$ cat config.mk
export PLATFORM = sky130hd
export DESIGN_NAME = mbus_master_node
export DESIGN_NICKNAME = d
export VERILOG_FILES = /design/src/common/mbus_pkg.sv /design/src/master_ctrl/mbus_master_ctrl.sv /design/src/node/mbus_tx_shifter.sv /design/src/node/mbus_rx_decoder.sv /design/src/logic/mbus_master_node.sv
export SDC_FILE = /design/constraint.sdc
export NUM_CORES = 1
export LEC_CHECK = 0
export BUFFER_PORTS_ARGS = -buffer_cell sky130_fd_sc_hd__buf_2
export CAP_MARGIN = 25
export CORE_ASPECT_RATIO = 2
export CORE_MARGIN = 2
export CORE_UTILIZATION = 45
export CTS_CLUSTER_DIAMETER = 50
export DETAILED_ROUTE_END_ITERATION = 10
export PLACE_DENSITY_LB_ADDON = 0.3
export SYNTH_ARGS = -nofsm -noshare
export SYNTH_HDL_FRONTEND = slang
export SYNTH_SLANG_ARGS = --single-unit
$ cat constraint.sdc
create_clock -name CLK_EXT -period 14.9 [get_ports CLK_EXT]
set_input_delay 2.235 -clock CLK_EXT [delete_from_list [all_inputs] [get_ports CLK_EXT]]
set_output_delay 2.235 -clock CLK_EXT [all_outputs]
set_load 0.02 [all_outputs]
$ cat src/common/mbus_pkg.sv
// Shared widths, addresses and frame phases for the ring bus master node
// Addresses are fixed, there is no run-time address enumeration
// Only the master's own address and the broadcast address are decoded

package mbus_pkg;

    //**********************************************************************
    // Frame field widths
    //**********************************************************************
    localparam int ADDR_BITS  = 8;
    localparam int DATA_BITS  = 32;
    localparam int COUNT_BITS = 16;
    // Bit position within a field, wide enough for a full word
    localparam int POS_BITS   = 5;
    // Address, first pend bit and first word, loaded together at START
    localparam int TX_SREG_BITS = ADDR_BITS + 1 + DATA_BITS;

    typedef logic [ADDR_BITS-1:0]    addr_t;
    typedef logic [DATA_BITS-1:0]    data_t;
    typedef logic [COUNT_BITS-1:0]   bits_count_t;
    typedef logic [POS_BITS-1:0]     bit_pos_t;
    typedef logic [TX_SREG_BITS-1:0] tx_sreg_t;

    //**********************************************************************
    // Addresses
    //**********************************************************************
    localparam addr_t MASTER_ADDR    = 8'h01;
    localparam addr_t BROADCAST_ADDR = 8'hFF;

    // Frame phases, in the order they appear on the bus
    typedef enum logic [2:0] {
        IDLE,
        START,
        ADDR,
        PEND,
        DATA,
        END
    } frame_phase_e;

endpackage

$ cat src/master_ctrl/mbus_master_ctrl.sv
// Bus clock and frame sequencer of the master node
// One bit takes two CLK_EXT cycles, cout rises when din is sampled
// din is used unsynchronized, it must be clean to CLK_EXT
// A zero num_bits_threshold turns the watchdog off
`timescale 1ns/10ps

module mbus_master_ctrl (
    input  logic                   CLK_EXT,
    input  logic                   RESETn_local,
    input  logic                   din,
    input  logic                   tx_req,
    input  mbus_pkg::bits_count_t  num_bits_threshold,
    output logic                   cout,
    output mbus_pkg::frame_phase_e phase,
    output logic                   bit_shift,
    output logic                   bit_sample,
    output logic                   frame_is_rx,
    output logic                   word_done,
    output logic                   frame_end,
    output logic                   frame_abort,
    output logic                   mbus_busy
);

    // Internal half of the bit, low half first
    logic                   half_q;
    // Last sampled pend bit, decides if another word follows
    logic                   pend_q;
    mbus_pkg::bit_pos_t     bit_cnt;
    mbus_pkg::bits_count_t  frame_bits;
    mbus_pkg::bits_count_t  frame_bits_inc;
    logic                   addr_last;
    logic                   data_last;
    logic                   wd_expired;
    mbus_pkg::frame_phase_e phase_nxt;

    //**********************************************************************
    // Bit strobes
    //**********************************************************************
    assign mbus_busy  = (phase != mbus_pkg::IDLE);
    assign bit_shift  = mbus_busy & ~half_q;
    assign bit_sample = mbus_busy & half_q;

    assign addr_last = (bit_cnt == mbus_pkg::bit_pos_t'(mbus_pkg::ADDR_BITS - 1));
    assign data_last = (bit_cnt == mbus_pkg::bit_pos_t'(mbus_pkg::DATA_BITS - 1));
    // Last bit of a word, din holds that bit in this cycle
    assign word_done = bit_sample & (phase == mbus_pkg::DATA) & data_last;

    // Watchdog counts every sampled bit from START on
    assign frame_bits_inc = frame_bits + 1'b1;
    assign wd_expired = bit_sample & (num_bits_threshold != '0) &
                        (frame_bits_inc >= num_bits_threshold) &
                        (phase != mbus_pkg::END);

    //**********************************************************************
    // Phase sequencing
    //**********************************************************************
    always_comb begin
        phase_nxt = phase;
        case (phase)
            // A low din is a member start and wins over tx_req
            mbus_pkg::IDLE: begin
                if (!din || tx_req) begin
                    phase_nxt = mbus_pkg::START;
                end
            end
            mbus_pkg::START: begin
                if (bit_sample) begin
                    phase_nxt = mbus_pkg::ADDR;
                end
            end
            mbus_pkg::ADDR: begin
                if (bit_sample && addr_last) begin
                    phase_nxt = mbus_pkg::PEND;
                end
            end
            mbus_pkg::PEND: begin
                if (bit_sample) begin
                    phase_nxt = mbus_pkg::DATA;
                end
            end
            mbus_pkg::DATA: begin
                if (bit_sample && data_last) begin
                    phase_nxt = pend_q ? mbus_pkg::PEND : mbus_pkg::END;
                end
            end
            mbus_pkg::END: begin
                if (bit_sample) begin
                    phase_nxt = mbus_pkg::IDLE;
                end
            end
            default: phase_nxt = mbus_pkg::IDLE;
        endcase
        // Runaway frame, cut it short
        if (wd_expired) begin
            phase_nxt = mbus_pkg::END;
        end
    end

    always_ff @(posedge CLK_EXT or negedge RESETn_local) begin
        if (!RESETn_local) begin
            phase       <= mbus_pkg::IDLE;
            half_q      <= 1'b0;
            cout        <= 1'b1;
            frame_is_rx <= 1'b0;
            pend_q      <= 1'b0;
            bit_cnt     <= '0;
            frame_bits  <= '0;
            frame_end   <= 1'b0;
            frame_abort <= 1'b0;
        end else begin
            phase       <= phase_nxt;
            // Both pulses fall on the first cycle of END
            frame_end   <= (phase_nxt == mbus_pkg::END) && (phase != mbus_pkg::END);
            frame_abort <= wd_expired;
            // cout follows the half one cycle late, so the line settles first
            cout        <= mbus_busy ? half_q : 1'b1;
            if (phase_nxt == mbus_pkg::IDLE) begin
                frame_is_rx <= 1'b0;
            end else if (phase == mbus_pkg::IDLE) begin
                frame_is_rx <= !din;
            end
            if (phase == mbus_pkg::IDLE) begin
                half_q     <= 1'b0;
                bit_cnt    <= '0;
                frame_bits <= '0;
            end else begin
                half_q <= ~half_q;
                if (bit_sample) begin
                    frame_bits <= frame_bits_inc;
                    // In own frames din is the echo of the sent pend bit
                    if (phase == mbus_pkg::PEND) begin
                        pend_q <= din;
                    end
                    if (phase_nxt != phase) begin
                        bit_cnt <= '0;
                    end else begin
                        bit_cnt <= bit_cnt + 1'b1;
                    end
                end
            end
        end
    end

endmodule

$ cat src/node/mbus_tx_shifter.sv
// Transmit shifter of the master node
// tx_data and tx_pend are taken in the cycle tx_ack is high
// Results hold until tx_resp_ack, the shifter is idle in member frames
`timescale 1ns/10ps

module mbus_tx_shifter (
    input  logic                   CLK_EXT,
    input  logic                   RESETn_local,
    input  mbus_pkg::frame_phase_e phase,
    input  logic                   bit_shift,
    input  logic                   bit_sample,
    input  logic                   frame_is_rx,
    input  logic                   frame_end,
    input  logic                   frame_abort,
    input  logic                   din,
    input  mbus_pkg::addr_t        tx_addr,
    input  mbus_pkg::data_t        tx_data,
    input  logic                   tx_pend,
    input  logic                   tx_resp_ack,
    output logic                   tx_bit,
    output logic                   tx_ack,
    output logic                   tx_succ,
    output logic                   tx_fail
);

    mbus_pkg::tx_sreg_t sreg;
    // First word still sits in sreg behind the address
    logic               first_q;
    logic               mismatch_q;
    logic               own;
    logic               load_first;
    logic               load_next;
    logic               next_bit;

    assign own        = ~frame_is_rx;
    assign load_first = own & bit_shift & (phase == mbus_pkg::START);
    // Later words are fetched at the low half of their pend bit
    assign load_next  = own & bit_shift & (phase == mbus_pkg::PEND) & ~first_q;
    assign tx_ack     = load_first | load_next;

    // Bit that goes onto the line at this bit_shift
    always_comb begin
        case (phase)
            mbus_pkg::START: next_bit = 1'b0;
            mbus_pkg::ADDR:  next_bit = sreg[mbus_pkg::TX_SREG_BITS-1];
            mbus_pkg::PEND:  next_bit = first_q ? sreg[mbus_pkg::TX_SREG_BITS-1] : tx_pend;
            mbus_pkg::DATA:  next_bit = sreg[mbus_pkg::TX_SREG_BITS-1];
            default:         next_bit = 1'b1;
        endcase
    end

    //**********************************************************************
    // Shift register, MSB first
    //**********************************************************************
    always_ff @(posedge CLK_EXT) begin
        if (load_first) begin
            sreg <= {tx_addr, tx_pend, tx_data};
        end else if (load_next) begin
            sreg <= {tx_data, {(mbus_pkg::ADDR_BITS + 1){1'b0}}};
        end else if (own && bit_shift) begin
            sreg <= sreg << 1;
        end
    end

    always_ff @(posedge CLK_EXT or negedge RESETn_local) begin
        if (!RESETn_local) begin
            tx_bit     <= 1'b1;
            first_q    <= 1'b0;
            mismatch_q <= 1'b0;
            tx_succ    <= 1'b0;
            tx_fail    <= 1'b0;
        end else begin
            if (own && bit_shift) begin
                tx_bit <= next_bit;
            end else if (frame_is_rx) begin
                tx_bit <= 1'b1;
            end
            if (load_first) begin
                first_q <= 1'b1;
            end else if (own && bit_shift && phase == mbus_pkg::PEND) begin
                first_q <= 1'b0;
            end
            // Echo check, a broken ring shows up as a flipped bit
            if (load_first) begin
                mismatch_q <= 1'b0;
            end else if (own && bit_sample && (din != tx_bit)) begin
                mismatch_q <= 1'b1;
            end
            // Frame result
            if (tx_resp_ack) begin
                tx_succ <= 1'b0;
                tx_fail <= 1'b0;
            end else if (own && frame_abort) begin
                tx_fail <= 1'b1;
            end else if (own && frame_end) begin
                tx_succ <= ~mismatch_q;
                tx_fail <= mismatch_q;
            end
        end
    end

endmodule

$ cat src/node/mbus_rx_decoder.sv
// Receive decoder of the master node
// Accepts member frames to the master address or to broadcast
// A word that arrives while rx_req is still high is dropped with rx_fail
`timescale 1ns/10ps

module mbus_rx_decoder (
    input  logic                   CLK_EXT,
    input  logic                   RESETn_local,
    input  mbus_pkg::frame_phase_e phase,
    input  logic                   bit_sample,
    input  logic                   frame_is_rx,
    input  logic                   word_done,
    input  logic                   frame_abort,
    input  logic                   din,
    input  logic                   rx_ack,
    output mbus_pkg::addr_t        rx_addr,
    output mbus_pkg::data_t        rx_data,
    output logic                   rx_pend,
    output logic                   rx_broadcast,
    output logic                   rx_req,
    output logic                   rx_fail
);

    mbus_pkg::addr_t addr_sr;
    mbus_pkg::data_t data_sr;
    // Pend bit in front of the word being received
    logic            pend_sr;
    logic            rx_sample;
    logic            is_bcast;
    logic            addr_match;
    logic            word_take;
    logic            word_load;

    assign rx_sample  = frame_is_rx & bit_sample;

    // addr_sr is stable from the end of ADDR until the next frame
    assign is_bcast   = (addr_sr == mbus_pkg::BROADCAST_ADDR);
    assign addr_match = (addr_sr == mbus_pkg::MASTER_ADDR) | is_bcast;
    assign word_take  = word_done & frame_is_rx & addr_match;
    // Held word is replaced only once it has been acknowledged
    assign word_load  = word_take & (~rx_req | rx_ack);

    //**********************************************************************
    // Deserializer and held word
    //**********************************************************************
    always_ff @(posedge CLK_EXT) begin
        if (rx_sample) begin
            case (phase)
                mbus_pkg::ADDR: addr_sr <= {addr_sr[mbus_pkg::ADDR_BITS-2:0], din};
                mbus_pkg::PEND: pend_sr <= din;
                mbus_pkg::DATA: data_sr <= {data_sr[mbus_pkg::DATA_BITS-2:0], din};
                default: ;
            endcase
        end
        // Last data bit comes straight from din
        if (word_load) begin
            rx_addr <= addr_sr;
            rx_data <= {data_sr[mbus_pkg::DATA_BITS-2:0], din};
            rx_pend <= pend_sr;
        end
    end

    //**********************************************************************
    // Receive handshake
    //**********************************************************************
    always_ff @(posedge CLK_EXT or negedge RESETn_local) begin
        if (!RESETn_local) begin
            rx_req       <= 1'b0;
            rx_fail      <= 1'b0;
            rx_broadcast <= 1'b0;
        end else begin
            if (word_load) begin
                rx_req       <= 1'b1;
                rx_broadcast <= is_bcast;
            end else if (rx_ack) begin
                rx_req <= 1'b0;
            end
            // Overrun or aborted member frame, one cycle pulse
            rx_fail <= (word_take & rx_req & ~rx_ack) | (frame_abort & frame_is_rx);
        end
    end

endmodule

$ cat src/logic/mbus_master_node.sv
// Top level of the ring bus master node
// mbc_reset is a soft reset, active high, merged with the external reset
// dout forwards din combinationally while a member frame runs
`timescale 1ns/10ps

module mbus_master_node (
    input  logic                  CLK_EXT,
    input  logic                  RESETn_local,
    input  logic                  mbc_reset,
    input  logic                  din,
    input  mbus_pkg::addr_t       tx_addr,
    input  mbus_pkg::data_t       tx_data,
    input  logic                  tx_pend,
    input  logic                  tx_req,
    input  logic                  tx_resp_ack,
    input  logic                  rx_ack,
    input  logic                  rx_ack_bcast,
    input  mbus_pkg::bits_count_t num_bits_threshold,
    output logic                  cout,
    output logic                  dout,
    output logic                  tx_ack,
    output logic                  tx_succ,
    output logic                  tx_fail,
    output mbus_pkg::addr_t       rx_addr,
    output mbus_pkg::data_t       rx_data,
    output logic                  rx_pend,
    output logic                  rx_req,
    output logic                  rx_broadcast,
    output logic                  rx_fail,
    output logic                  mbc_in_fwd,
    output logic                  mbus_busy
);

    logic                   core_resetn;
    logic                   rx_ack_merged;
    mbus_pkg::frame_phase_e phase;
    logic                   bit_shift;
    logic                   bit_sample;
    logic                   frame_is_rx;
    logic                   word_done;
    logic                   frame_end;
    logic                   frame_abort;
    logic                   tx_bit;

    // Either reset clears the whole core
    assign core_resetn   = RESETn_local & ~mbc_reset;
    // Broadcast words may be acknowledged on their own strobe
    assign rx_ack_merged = rx_ack | (rx_broadcast & rx_ack_bcast);

    //**********************************************************************
    // Line output
    //**********************************************************************
    assign mbc_in_fwd = frame_is_rx;
    assign dout       = frame_is_rx ? din : tx_bit;

    mbus_master_ctrl i_mbus_master_ctrl (
        .CLK_EXT            (CLK_EXT),
        .RESETn_local       (core_resetn),
        .din                (din),
        .tx_req             (tx_req),
        .num_bits_threshold (num_bits_threshold),
        .cout               (cout),
        .phase              (phase),
        .bit_shift          (bit_shift),
        .bit_sample         (bit_sample),
        .frame_is_rx        (frame_is_rx),
        .word_done          (word_done),
        .frame_end          (frame_end),
        .frame_abort        (frame_abort),
        .mbus_busy          (mbus_busy)
    );

    mbus_tx_shifter i_mbus_tx_shifter (
        .CLK_EXT      (CLK_EXT),
        .RESETn_local (core_resetn),
        .phase        (phase),
        .bit_shift    (bit_shift),
        .bit_sample   (bit_sample),
        .frame_is_rx  (frame_is_rx),
        .frame_end    (frame_end),
        .frame_abort  (frame_abort),
        .din          (din),
        .tx_addr      (tx_addr),
        .tx_data      (tx_data),
        .tx_pend      (tx_pend),
        .tx_resp_ack  (tx_resp_ack),
        .tx_bit       (tx_bit),
        .tx_ack       (tx_ack),
        .tx_succ      (tx_succ),
        .tx_fail      (tx_fail)
    );

    mbus_rx_decoder i_mbus_rx_decoder (
        .CLK_EXT      (CLK_EXT),
        .RESETn_local (core_resetn),
        .phase        (phase),
        .bit_sample   (bit_sample),
        .frame_is_rx  (frame_is_rx),
        .word_done    (word_done),
        .frame_abort  (frame_abort),
        .din          (din),
        .rx_ack       (rx_ack_merged),
        .rx_addr      (rx_addr),
        .rx_data      (rx_data),
        .rx_pend      (rx_pend),
        .rx_broadcast (rx_broadcast),
        .rx_req       (rx_req),
        .rx_fail      (rx_fail)
    );

endmodule

==> results of run 1 <==
[cells in the final DEF (no fill, tap or decap), types with 9 or more instances in the layout]
cell	count
xnor2_1	9
o21ai_0	34
mux2i_1	35
a22o_1	11
inv_1	21
a21oi_1	11
nand2_1	61
ha_1	19
dfrtp_1	36
nand4_1	13
nor2_1	37
edfxtp_1	122
clkbuf_16	17
nand3_1	11
buf_2	115
xor2_1	23
[final cells by class]
cell class / count / area, µm²
Fill cell: 1284 / 6840
Sequential cell: 160 / 4620
Multi-Input combinational cell: 339 / 2260
Timing Repair Buffer: 122 / 653
Clock buffer: 17 / 425
Tap cell: 198 / 248
Clock inverter: 15 / 168
Inverter: 22 / 82.6
[power breakdown]
part	total, mW	switching (mW)	internal (mW)	leakage, nW
sequential	0.679	0.0677	0.612	1.63
combinational	0.356	0.212	0.144	1.71
clock	0.434	0.195	0.239	0.286
[worst register-to-register path: cells and delay by family (launching register included)]
| family | cells | cell delay [ns] |
|---|---|---|
| AND/OR/NAND/NOR | 7 | 2.26 |
| AO/OA/AOI/OAI | 2 | 0.66 |
| XOR/XNOR | 1 | 0.11 |
| flip-flops | 1 | 0.44 |
| multiplexers | 1 | 0.16 |
| adder cells (fa/ha/maj) | 2 | 0.59 |
[metal layers]
layer / up-vias / global-route usage [%]
li1: 2230 / -
met1: 2300 / 19.3
met2: 136 / 33.9
met3: 16 / 3.59
met4: 0 / 6.57
met5: - / 0
[final timing paths]
check                                            startpoint                            end  slack (ns)  depth (start not counted)
max in group asynchronous                         mbc_reset        i_mbus_master_ctrl.cout       12.38                          3
max reg2reg                i_mbus_master_ctrl.frame_bits[0]  i_mbus_master_ctrl.bit_cnt[0]       10.63                         13
max                               i_mbus_master_ctrl.half_q                         tx_ack        9.75                          6
min                           i_mbus_rx_decoder.data_sr[30]  i_mbus_rx_decoder.rx_data[31]        0.43                          0
min in group asynchronous                      RESETn_local      i_mbus_rx_decoder.rx_fail        1.93                          2
min reg2reg                   i_mbus_rx_decoder.data_sr[30]  i_mbus_rx_decoder.rx_data[31]        0.43                          0
[cells by family after synthesis]
logic type / Yosys count / synth area share (%)
AO/OA/AOI/OAI: 83 / 7.60
XOR/XNOR: 32 / 3.99
adder cells (fa/ha/maj): 19 / 3.38
buffers and inverters: 47 / 2.71
flip-flops: 160 / 65.7
multiplexers: 38 / 5.46
AND/OR/NAND/NOR: 167 / 11.2
[stage by stage]
step	std cells	setup WS [ns]	hold slack, ns	utilization [%]
2_1_floorplan	546	8.88	0.400	-
3_3_place_gp	839	9.85	0.405	51.1
3_5_place_dp	841	9.84	0.416	51.4
4_1_cts	873	9.74	0.431	55.3
5_1_grt	873	9.48	0.438	55.3
6_report	873	9.75	0.428	55.3
[registers in the layout (all words and copies together), names as in the netlist, 3 cells and up]
register,count
i_mbus_master_ctrl.frame_bits,16
i_mbus_rx_decoder.data_sr,31
i_mbus_rx_decoder.rx_addr,8
i_mbus_rx_decoder.rx_data,32
i_mbus_tx_shifter.sreg,41
i_mbus_rx_decoder.addr_sr,8
i_mbus_master_ctrl.bit_cnt,5
i_mbus_master_ctrl.phase,3
==> flow_metrics.env, run 1 <==
export IMPL_h_tree_depth=4
export IMPL_grt_max_degree=77
export IMPL_post_cts_setup_buffer_count=0
export IMPL_yosysTopAreaCellShare_pct=52.1
export IMPL_clock_sinks=160
export IMPL_route_met2_wl_um=8220
export IMPL_start_util_pct=46.0
export IMPL_yosys_area_top_type="edfxtp_1"
export IMPL_power_leakage_nw=3.62
export IMPL_yosysUniqueCellTypes=51
export IMPL_synth_area_leaders="edfxtp_1, dfrtp_1, mux2i_1"
export IMPL_cts_path_max_buffers=2
export IMPL_crit_chain="nor3_1 -> nand2_1 -> buf_4 -> nor2b_1 -> inv_1 -> buf_2"
export IMPL_die_area_mm2=0.0167
export IMPL_wl_met1_um=5340
export IMPL_worstHoldPathType="flip-flop to flip-flop"
export IMPL_arrival_ns=2.91
export IMPL_cts_tree="yes"
export IMPL_cp_start_kind="flip-flop"
export IMPL_cap_violations=0
export IMPL_highest_layer="met4"
export IMPL_max_stage_delay_ns=0.94
export IMPL_end_kind="output pin"
export IMPL_finalSetupViolCount=0
export IMPL_fin_nets=746
export IMPL_fin_area_mm2=0.00845
export IMPL_async_flop_share_pct=23.8
export IMPL_ant_nets=0
export IMPL_grtUsageTotal_pct=18.0
export IMPL_seq_area_frac_synth_pct=65.7
export IMPL_ys_seq_elements=160
export IMPL_synth_top_cells_by_count="edfxtp_1, nand2_1, nor2_1"
export IMPL_power_density_mw_per_mm2=174
export IMPL_dr_wl_met3_um=639
export IMPL_gp_congestion=0.809
export IMPL_antenna_found_initial=0
export IMPL_core_area_mm2=0.0153
export IMPL_synth_edf_count=122
export IMPL_total_power_mw=1.47
export IMPL_ys_flop_type="edfxtp_1"
export IMPL_path_max_fanout=33
export IMPL_dr_pass1_iters=4
export IMPL_required_ns=12.66
export IMPL_clk_latency_ns=0.42
export IMPL_synth_fp_nets=630
export IMPL_hold_viol=0
export IMPL_yosysMostFrequentCell="edfxtp_1"
export IMPL_cts_buffers_inserted=17
export IMPL_avgSynthCellArea_um2=12.9
export IMPL_period_share_pct=34.6
export IMPL_drc=0
export IMPL_fin_crit_ns=5.15
export IMPL_critPathTopFamily="flip-flops"
export IMPL_dpl_cell_area_mm2=0.00786
export IMPL_synth_cells=546
export IMPL_timing_setup_tns_ns=0
export IMPL_criticalPathCategory="flip-flop to output pin"
export IMPL_n_antenna_cell=0
export IMPL_ir_worst_vdd_v=0.000101
export IMPL_hpwlAfterDp_um=10400
export IMPL_vias=4682
export IMPL_fmax_mhz=194
export IMPL_cts_root_buf="clkbuf_16"
export IMPL_io_buffers=115
export IMPL_slew_violations=0
export IMPL_io_pins=116
export IMPL_fp_dieH_um=181
export IMPL_drt_iter0_drc=245
export IMPL_cts_resized_gates=0
export IMPL_wl_per_cell_um=16.5
export IMPL_status="finished clean"
export IMPL_drt_wl_total_um=14400
export IMPL_finalClockSkew_ns=0.0122
export IMPL_rsz0062_at_grt="false"
export IMPL_critPathSlowestCell="dfrtp_1"
export IMPL_overflow=0
export IMPL_tightest_slew_ns=0.904
export IMPL_viasPerCell=5.36
export IMPL_grt_pass1_vias=4727
export IMPL_fp_dieW_um=92.4
export IMPL_cts_hold_buf=0
export IMPL_relSlewSlack_pct=39.8
export IMPL_std_cell_rows=64
export IMPL_drive_gt1_share_pct=25.3
export IMPL_area_growth_pct=20.2
export IMPL_cp_num_buf_inv=3
export IMPL_netlist_area_mm2=0.00703
export IMPL_ys_warn_count=0
export IMPL_grt_first_pass_wirelength_um=23500
export IMPL_clk_pin_slew_ns=0.06
(Power assumes the default switching activity.)
==> run 2: changes to the inputs <==
==> constraint.sdc (replaced) <==
create_clock -name CLK_EXT -period 4.7 [get_ports CLK_EXT]
set_input_delay 0.705 -clock CLK_EXT [delete_from_list [all_inputs] [get_ports CLK_EXT]]
set_output_delay 0.705 -clock CLK_EXT [all_outputs]
set_load 0.02 [all_outputs]
==> flow_metrics.env, run 2 (synthesized netlist as in run 1, its figures left out) <==
export IMPL_drt_iter0_drc=213
export IMPL_end_kind="flip-flop"
export IMPL_gp_congestion=0.838
export IMPL_drive_gt1_share_pct=25.3
export IMPL_fin_crit_ns=3.87
export IMPL_hold_viol=0
export IMPL_switchingPower_mw=1.46
export IMPL_cp_num_buf_inv=0
export IMPL_required_ns=5.05
export IMPL_h_tree_depth=4
export IMPL_reg2regPathDepth=13
export IMPL_antenna_found_initial=0
export IMPL_ant_nets=0
export IMPL_r2r_start="i_mbus_master_ctrl.frame_bits[0]"
export IMPL_n_antenna_cell=0
export IMPL_cp_start_kind="flip-flop"
export IMPL_seq_power_share_pct=45.9
export IMPL_ir_worst_vdd_v=0.000385
export IMPL_max_stage_delay_ns=0.73
export IMPL_cts_root_buf="clkbuf_16"
export IMPL_final_util_pct=55.4
export IMPL_vias=4598
export IMPL_std_cell_rows=64
export IMPL_cts_tree="yes"
export IMPL_grt_pass1_vias=4796
export IMPL_clk_latency_ns=0.42
export IMPL_drt_wl_total_um=14400
export IMPL_clock_sinks=160
export IMPL_cts_path_max_buffers=2
export IMPL_overflow=0
export IMPL_largest_registers="i_mbus_tx_shifter.sreg (41), i_mbus_rx_decoder.rx_data (32), i_mbus_rx_decoder.data_sr (31)"
export IMPL_finalClockSkew_ns=0.0102
export IMPL_combPwrFrac_pct=24.3
export IMPL_tightest_slew_ns=0.895
export IMPL_r2r_end="i_mbus_master_ctrl.bit_cnt[0]"
export IMPL_critPathTopFamily="simple AND/OR/NAND/NOR gates"
export IMPL_cp_num_cells=13
export IMPL_power_density_mw_per_mm2=552
export IMPL_dr_pass1_iters=4
export IMPL_cts_buffers_inserted=17
export IMPL_post_cts_setup_buffer_count=0
export IMPL_worstHoldPathCells=0
export IMPL_cap_violations=0
export IMPL_relSlewSlack_pct=40.3
export IMPL_criticalPathCategory="flip-flop to flip-flop"
export IMPL_drc=0
export IMPL_arrival_ns=4.23
export IMPL_fp_dieW_um=92.4
export IMPL_grtUsageTotal_pct=18.6
export IMPL_start_util_pct=46.0
export IMPL_period_share_pct=82.4
export IMPL_finalSetupViolCount=0
export IMPL_slew_violations=0
export IMPL_clk_pin_slew_ns=0.06
export IMPL_min_to="i_mbus_rx_decoder.rx_pend"
export IMPL_cts_resized_gates=0
export IMPL_io_pins=116
export IMPL_hp_start="i_mbus_rx_decoder.pend_sr"
export IMPL_core_area_mm2=0.0153
export IMPL_status="finished clean"
export IMPL_power_leakage_nw=3.64
export IMPL_fillers=1276
export IMPL_viasPerCell=5.26
export IMPL_regMostFlops="i_mbus_tx_shifter.sreg"
export IMPL_io_buffers=115
export IMPL_area_growth_pct=20.5
export IMPL_critPathSlowestCell="nor4_1"
export IMPL_final_common_cell="edfxtp_1"
export IMPL_path_max_fanout=5
export IMPL_swShare_pct=31.3
export IMPL_hpwlAfterDp_um=10400
export IMPL_timing_setup_tns_ns=0
export IMPL_grt_first_pass_wirelength_um=23900
export IMPL_wl_per_cell_um=16.5
export IMPL_die_area_mm2=0.0167
export IMPL_worstHoldPathType="flip-flop to flip-flop"
export IMPL_fin_nets=747
export IMPL_power_clock_fraction_pct=29.7
export IMPL_fmax_mhz=258
export IMPL_power_internal_mw=3.21
export IMPL_rsz0062_at_grt="false"
export IMPL_crit_chain="ha_1 -> nand3_1 -> nor4_1 -> and3_1 -> xor2_1 -> ha_1 -> nand4_1 -> nor3_1 -> nand3_1 -> a31o_2 -> a31oi_1 -> and2_1 -> mux2_2"
export IMPL_most_common_layout_cells="edfxtp_1, buf_2, nand2_1"
export IMPL_grt_max_degree=76
export IMPL_largest_reg_flops=41
export IMPL_r2r_slack_ns=0.83
export IMPL_cts_hold_buf=0
export IMPL_fp_dieH_um=181
-- run 2: power by group through the flow --
| stage | logic [mW] | clock network, mW | registers, mW |
|---|---|---|---|
| global placement | 1.09 | 0 | 2.17 |
| global route | 1.29 | 1.47 | 2.19 |
| finish | 1.14 | 1.39 | 2.15 |
| CTS | 1.16 | 1.41 | 2.15 |
| floorplan | 0.884 | 0 | 2.07 |
| detailed placement | 1.16 | 0 | 2.17 |
-- run 2: how the worst max path moves through the flow --
stage,start,to,slack (ns)
floorplan,i_mbus_master_ctrl.phase[0],i_mbus_rx_decoder.rx_broadcast,0.46
global placement,i_mbus_master_ctrl.frame_bits[0],i_mbus_master_ctrl.bit_cnt[0],0.95
detailed placement,i_mbus_master_ctrl.frame_bits[0],i_mbus_master_ctrl.bit_cnt[0],0.84
CTS,i_mbus_master_ctrl.frame_bits[0],i_mbus_master_ctrl.bit_cnt[0],0.82
global route,i_mbus_master_ctrl.frame_bits[0],i_mbus_master_ctrl.bit_cnt[0],0.46
finish,i_mbus_master_ctrl.frame_bits[0],i_mbus_master_ctrl.bit_cnt[0],0.83
-- run 2: through the flow --
step	hold slack, ns	worst slack [ns]	std cells	total power [mW]	area [µm²]
after floorplan	0.400	0.460	546	2.96	7040
after global placement	0.411	0.946	840	3.26	7830
after detailed placement	0.405	0.843	842	3.33	7880
after CTS	0.421	0.817	874	4.72	8470
after global routing	0.425	0.459	874	4.95	8470
final	0.419	0.827	874	4.67	8470
-- run 2: cell type report --
| class | instances | area, µm² | share of cell area (%) |
|---|---|---|---|
| multi-input combinational | 339 | 2260 | 26.7 |
| tap | 198 | 248 | 2.92 |
| sequential | 160 | 4620 | 54.5 |
| clock buffer | 19 | 443 | 5.23 |
| clock inverter | 13 | 151 | 1.79 |
| timing repair buffer | 123 | 668 | 7.89 |
| inverter | 22 | 82.6 | 0.975 |
-- run 2: metal layers --
| layer | vias up | track usage (%) | wire length [µm] |
|---|---|---|---|
| met5 | - | 0 | 0 |
| met4 | 0 | 7.22 | 247 |
| met3 | 18 | 4.30 | 509 |
| met2 | 113 | 35.1 | 8330 |
| met1 | 2239 | 19.3 | 5300 |
| li1 | 2228 | - | - |
==> run 3: changes to the inputs <==
==> constraint.sdc (replaced) <==
create_clock -name CLK_EXT -period 3.95 [get_ports CLK_EXT]
set_input_delay 0.5925 -clock CLK_EXT [delete_from_list [all_inputs] [get_ports CLK_EXT]]
set_output_delay 0.5925 -clock CLK_EXT [all_outputs]
set_load 0.02 [all_outputs]
==> flow_metrics.env, run 3 (synthesized netlist as in run 1, its figures left out) <==
export IMPL_layout_setup_ws_ns=0.291
export IMPL_startpoint="i_mbus_master_ctrl.frame_bits[2]"
export IMPL_regMostFlops="i_mbus_tx_shifter.sreg"
export IMPL_cts_buffers_inserted=17
export IMPL_cts_path_max_buffers=2
export IMPL_dp_slack_ns=0.195
export IMPL_area_growth_pct=20.6
export IMPL_n_antenna_cell=0
export IMPL_cts_resized_gates=0
export IMPL_cts_root_buf="clkbuf_16"
export IMPL_r2r_slack_ns=0.29
export IMPL_end_kind="flip-flop"
export IMPL_path_max_fanout=6
export IMPL_slew_violations=0
export IMPL_power_clock_fraction_pct=29.4
export IMPL_cp_start_kind="flip-flop"
export IMPL_std_cell_rows=64
export IMPL_relSlewSlack_pct=41.7
export IMPL_grt_pass1_vias=4882
export IMPL_start_util_pct=46.0
export IMPL_drc=0
export IMPL_timing_setup_tns_ns=0
export IMPL_overflow=0
export IMPL_drt_wl_total_um=14400
export IMPL_critPathSlowestCell="dfrtp_1"
export IMPL_finalSetupViolCount=0
export IMPL_required_ns=4.30
export IMPL_switchingPower_mw=1.79
export IMPL_ant_nets=0
export IMPL_hpwlAfterDp_um=10400
export IMPL_power_density_mw_per_mm2=653
export IMPL_final_common_cell="edfxtp_1"
export IMPL_power_internal_mw=3.74
export IMPL_reg2regPathDepth=14
export IMPL_cts_tree="yes"
export IMPL_clock_sinks=160
export IMPL_tightest_slew_ns=0.875
export IMPL_antenna_found_initial=0
export IMPL_wl_per_cell_um=16.4
export IMPL_clk_pin_slew_ns=0.07
export IMPL_clk_latency_ns=0.42
export IMPL_criticalPathCategory="flip-flop to flip-flop"
export IMPL_most_common_layout_cells="edfxtp_1, buf_2, nand2_1"
export IMPL_r2r_start="i_mbus_master_ctrl.frame_bits[2]"
export IMPL_hold_viol=0
export IMPL_largest_registers="i_mbus_tx_shifter.sreg (41), i_mbus_rx_decoder.rx_data (32), i_mbus_rx_decoder.data_sr (31)"
export IMPL_arrival_ns=4.01
export IMPL_period_share_pct=92.6
export IMPL_drive_gt1_share_pct=26.0
export IMPL_io_pins=116
export IMPL_max_stage_delay_ns=0.43
export IMPL_h_tree_depth=4
export IMPL_power_leakage_nw=3.62
export IMPL_swShare_pct=32.4
export IMPL_core_area_mm2=0.0153
export IMPL_ir_worst_vdd_v=0.000379
export IMPL_dr_pass1_iters=4
export IMPL_cap_violations=0
export IMPL_viasPerCell=5.32
export IMPL_die_area_mm2=0.0167
export IMPL_crit_end="i_mbus_master_ctrl.bit_cnt[0]"
export IMPL_fin_nets=748
export IMPL_dpl_cell_area_mm2=0.00787
export IMPL_worstHoldPathType="primary input to asynchronous set/reset pin"
export IMPL_cts_hold_buf=0
export IMPL_post_cts_setup_buffer_count=0
export IMPL_finalClockSkew_ns=0.0121
export IMPL_fin_crit_ns=3.66
export IMPL_io_buffers=115
export IMPL_r2r_end="i_mbus_master_ctrl.bit_cnt[0]"
export IMPL_status="finished clean"
export IMPL_seq_power_share_pct=46.2
export IMPL_crit_chain="and3_1 -> and4_1 -> and3_1 -> and3_2 -> nand3_1 -> xnor2_1 -> ha_1 -> nand4_1 -> nor3_2 -> nand3_1 -> a31o_2 -> a31oi_2 -> and2_1 -> mux2_2"
export IMPL_combPwrFrac_pct=24.4
export IMPL_grt_max_degree=76
export IMPL_fp_dieH_um=181
export IMPL_gp_congestion=0.902
export IMPL_grtUsageTotal_pct=17.9
export IMPL_drt_iter0_drc=249
export IMPL_vias=4652
export IMPL_largest_reg_flops=41
export IMPL_fp_dieW_um=92.4
export IMPL_fmax_mhz=273
export IMPL_grt_first_pass_wirelength_um=23200
export IMPL_fin_area_mm2=0.00848
export IMPL_rsz0062_at_grt="false"
[run 3: cell count changes in the layout (fill, tap and decap cells not counted), sizes merged]
cell	before	now
clkinvlp	0	4
clkbuf	19	17
buf	123	124
bufinv	2	1
clkinv	4	3
[run 3: how the worst min path moves through the flow]
stage                                              from                            end  slack [ns]
final                                      RESETn_local   i_mbus_tx_shifter.mismatch_q        0.24
after global routing                       RESETn_local      i_mbus_rx_decoder.rx_fail        0.26
after CTS                                  RESETn_local       i_mbus_rx_decoder.rx_req        0.23
after detailed placement      i_mbus_rx_decoder.pend_sr      i_mbus_rx_decoder.rx_pend        0.41
after global placement        i_mbus_rx_decoder.pend_sr      i_mbus_rx_decoder.rx_pend        0.40
after floorplan           i_mbus_rx_decoder.data_sr[30]  i_mbus_rx_decoder.rx_data[31]        0.40
[run 3: power groups by stage]
stage	combinational, mW	clock (mW)	sequential, mW
after global placement	1.31	0	2.58
after detailed placement	1.35	0	2.59
final	1.35	1.63	2.56
after CTS	1.36	1.66	2.57
after floorplan	1.05	0	2.47
after global routing	1.52	1.72	2.60
[run 3: metrics by stage]
stage | util, % | cells | total power [mW] | hold WS [ns]
5_1_grt | 55.4 | 875 | 5.84 | 0.264
2_1_floorplan | - | 546 | 3.52 | 0.400
3_3_place_gp | 51.3 | 842 | 3.89 | 0.405
4_1_cts | 55.3 | 875 | 5.59 | 0.234
6_report | 55.4 | 875 | 5.54 | 0.240
3_5_place_dp | 51.4 | 843 | 3.94 | 0.407
[run 3: layer usage]
metal / vias to the layer above / GRT usage (%) / routed length, µm
li1: 2232 / - / -
met1: 2253 / 17.7 / 5110
met2: 138 / 33.1 / 8030
met3: 29 / 3.79 / 633
met4: 0 / 11.2 / 586
met5: - / 0 / 0
[run 3: critical path: cells and delay by family, from the launching register on]
kind            cells  cell delay (ns)
compound gates      2             0.59
xor+xnor            1             0.14
fa+ha+maj           1             0.31
flops               1             0.43
mux                 1             0.16
simple gates        9             1.96
[run 3: cell type report]
class	instances	area (µm²)
clock buffer	17	425
inverter	22	82.6
tap	198	248
clock inverter	15	173
sequential	160	4620
fill	1299	6820
multi-input combinational	339	2280
timing repair buffer	124	656
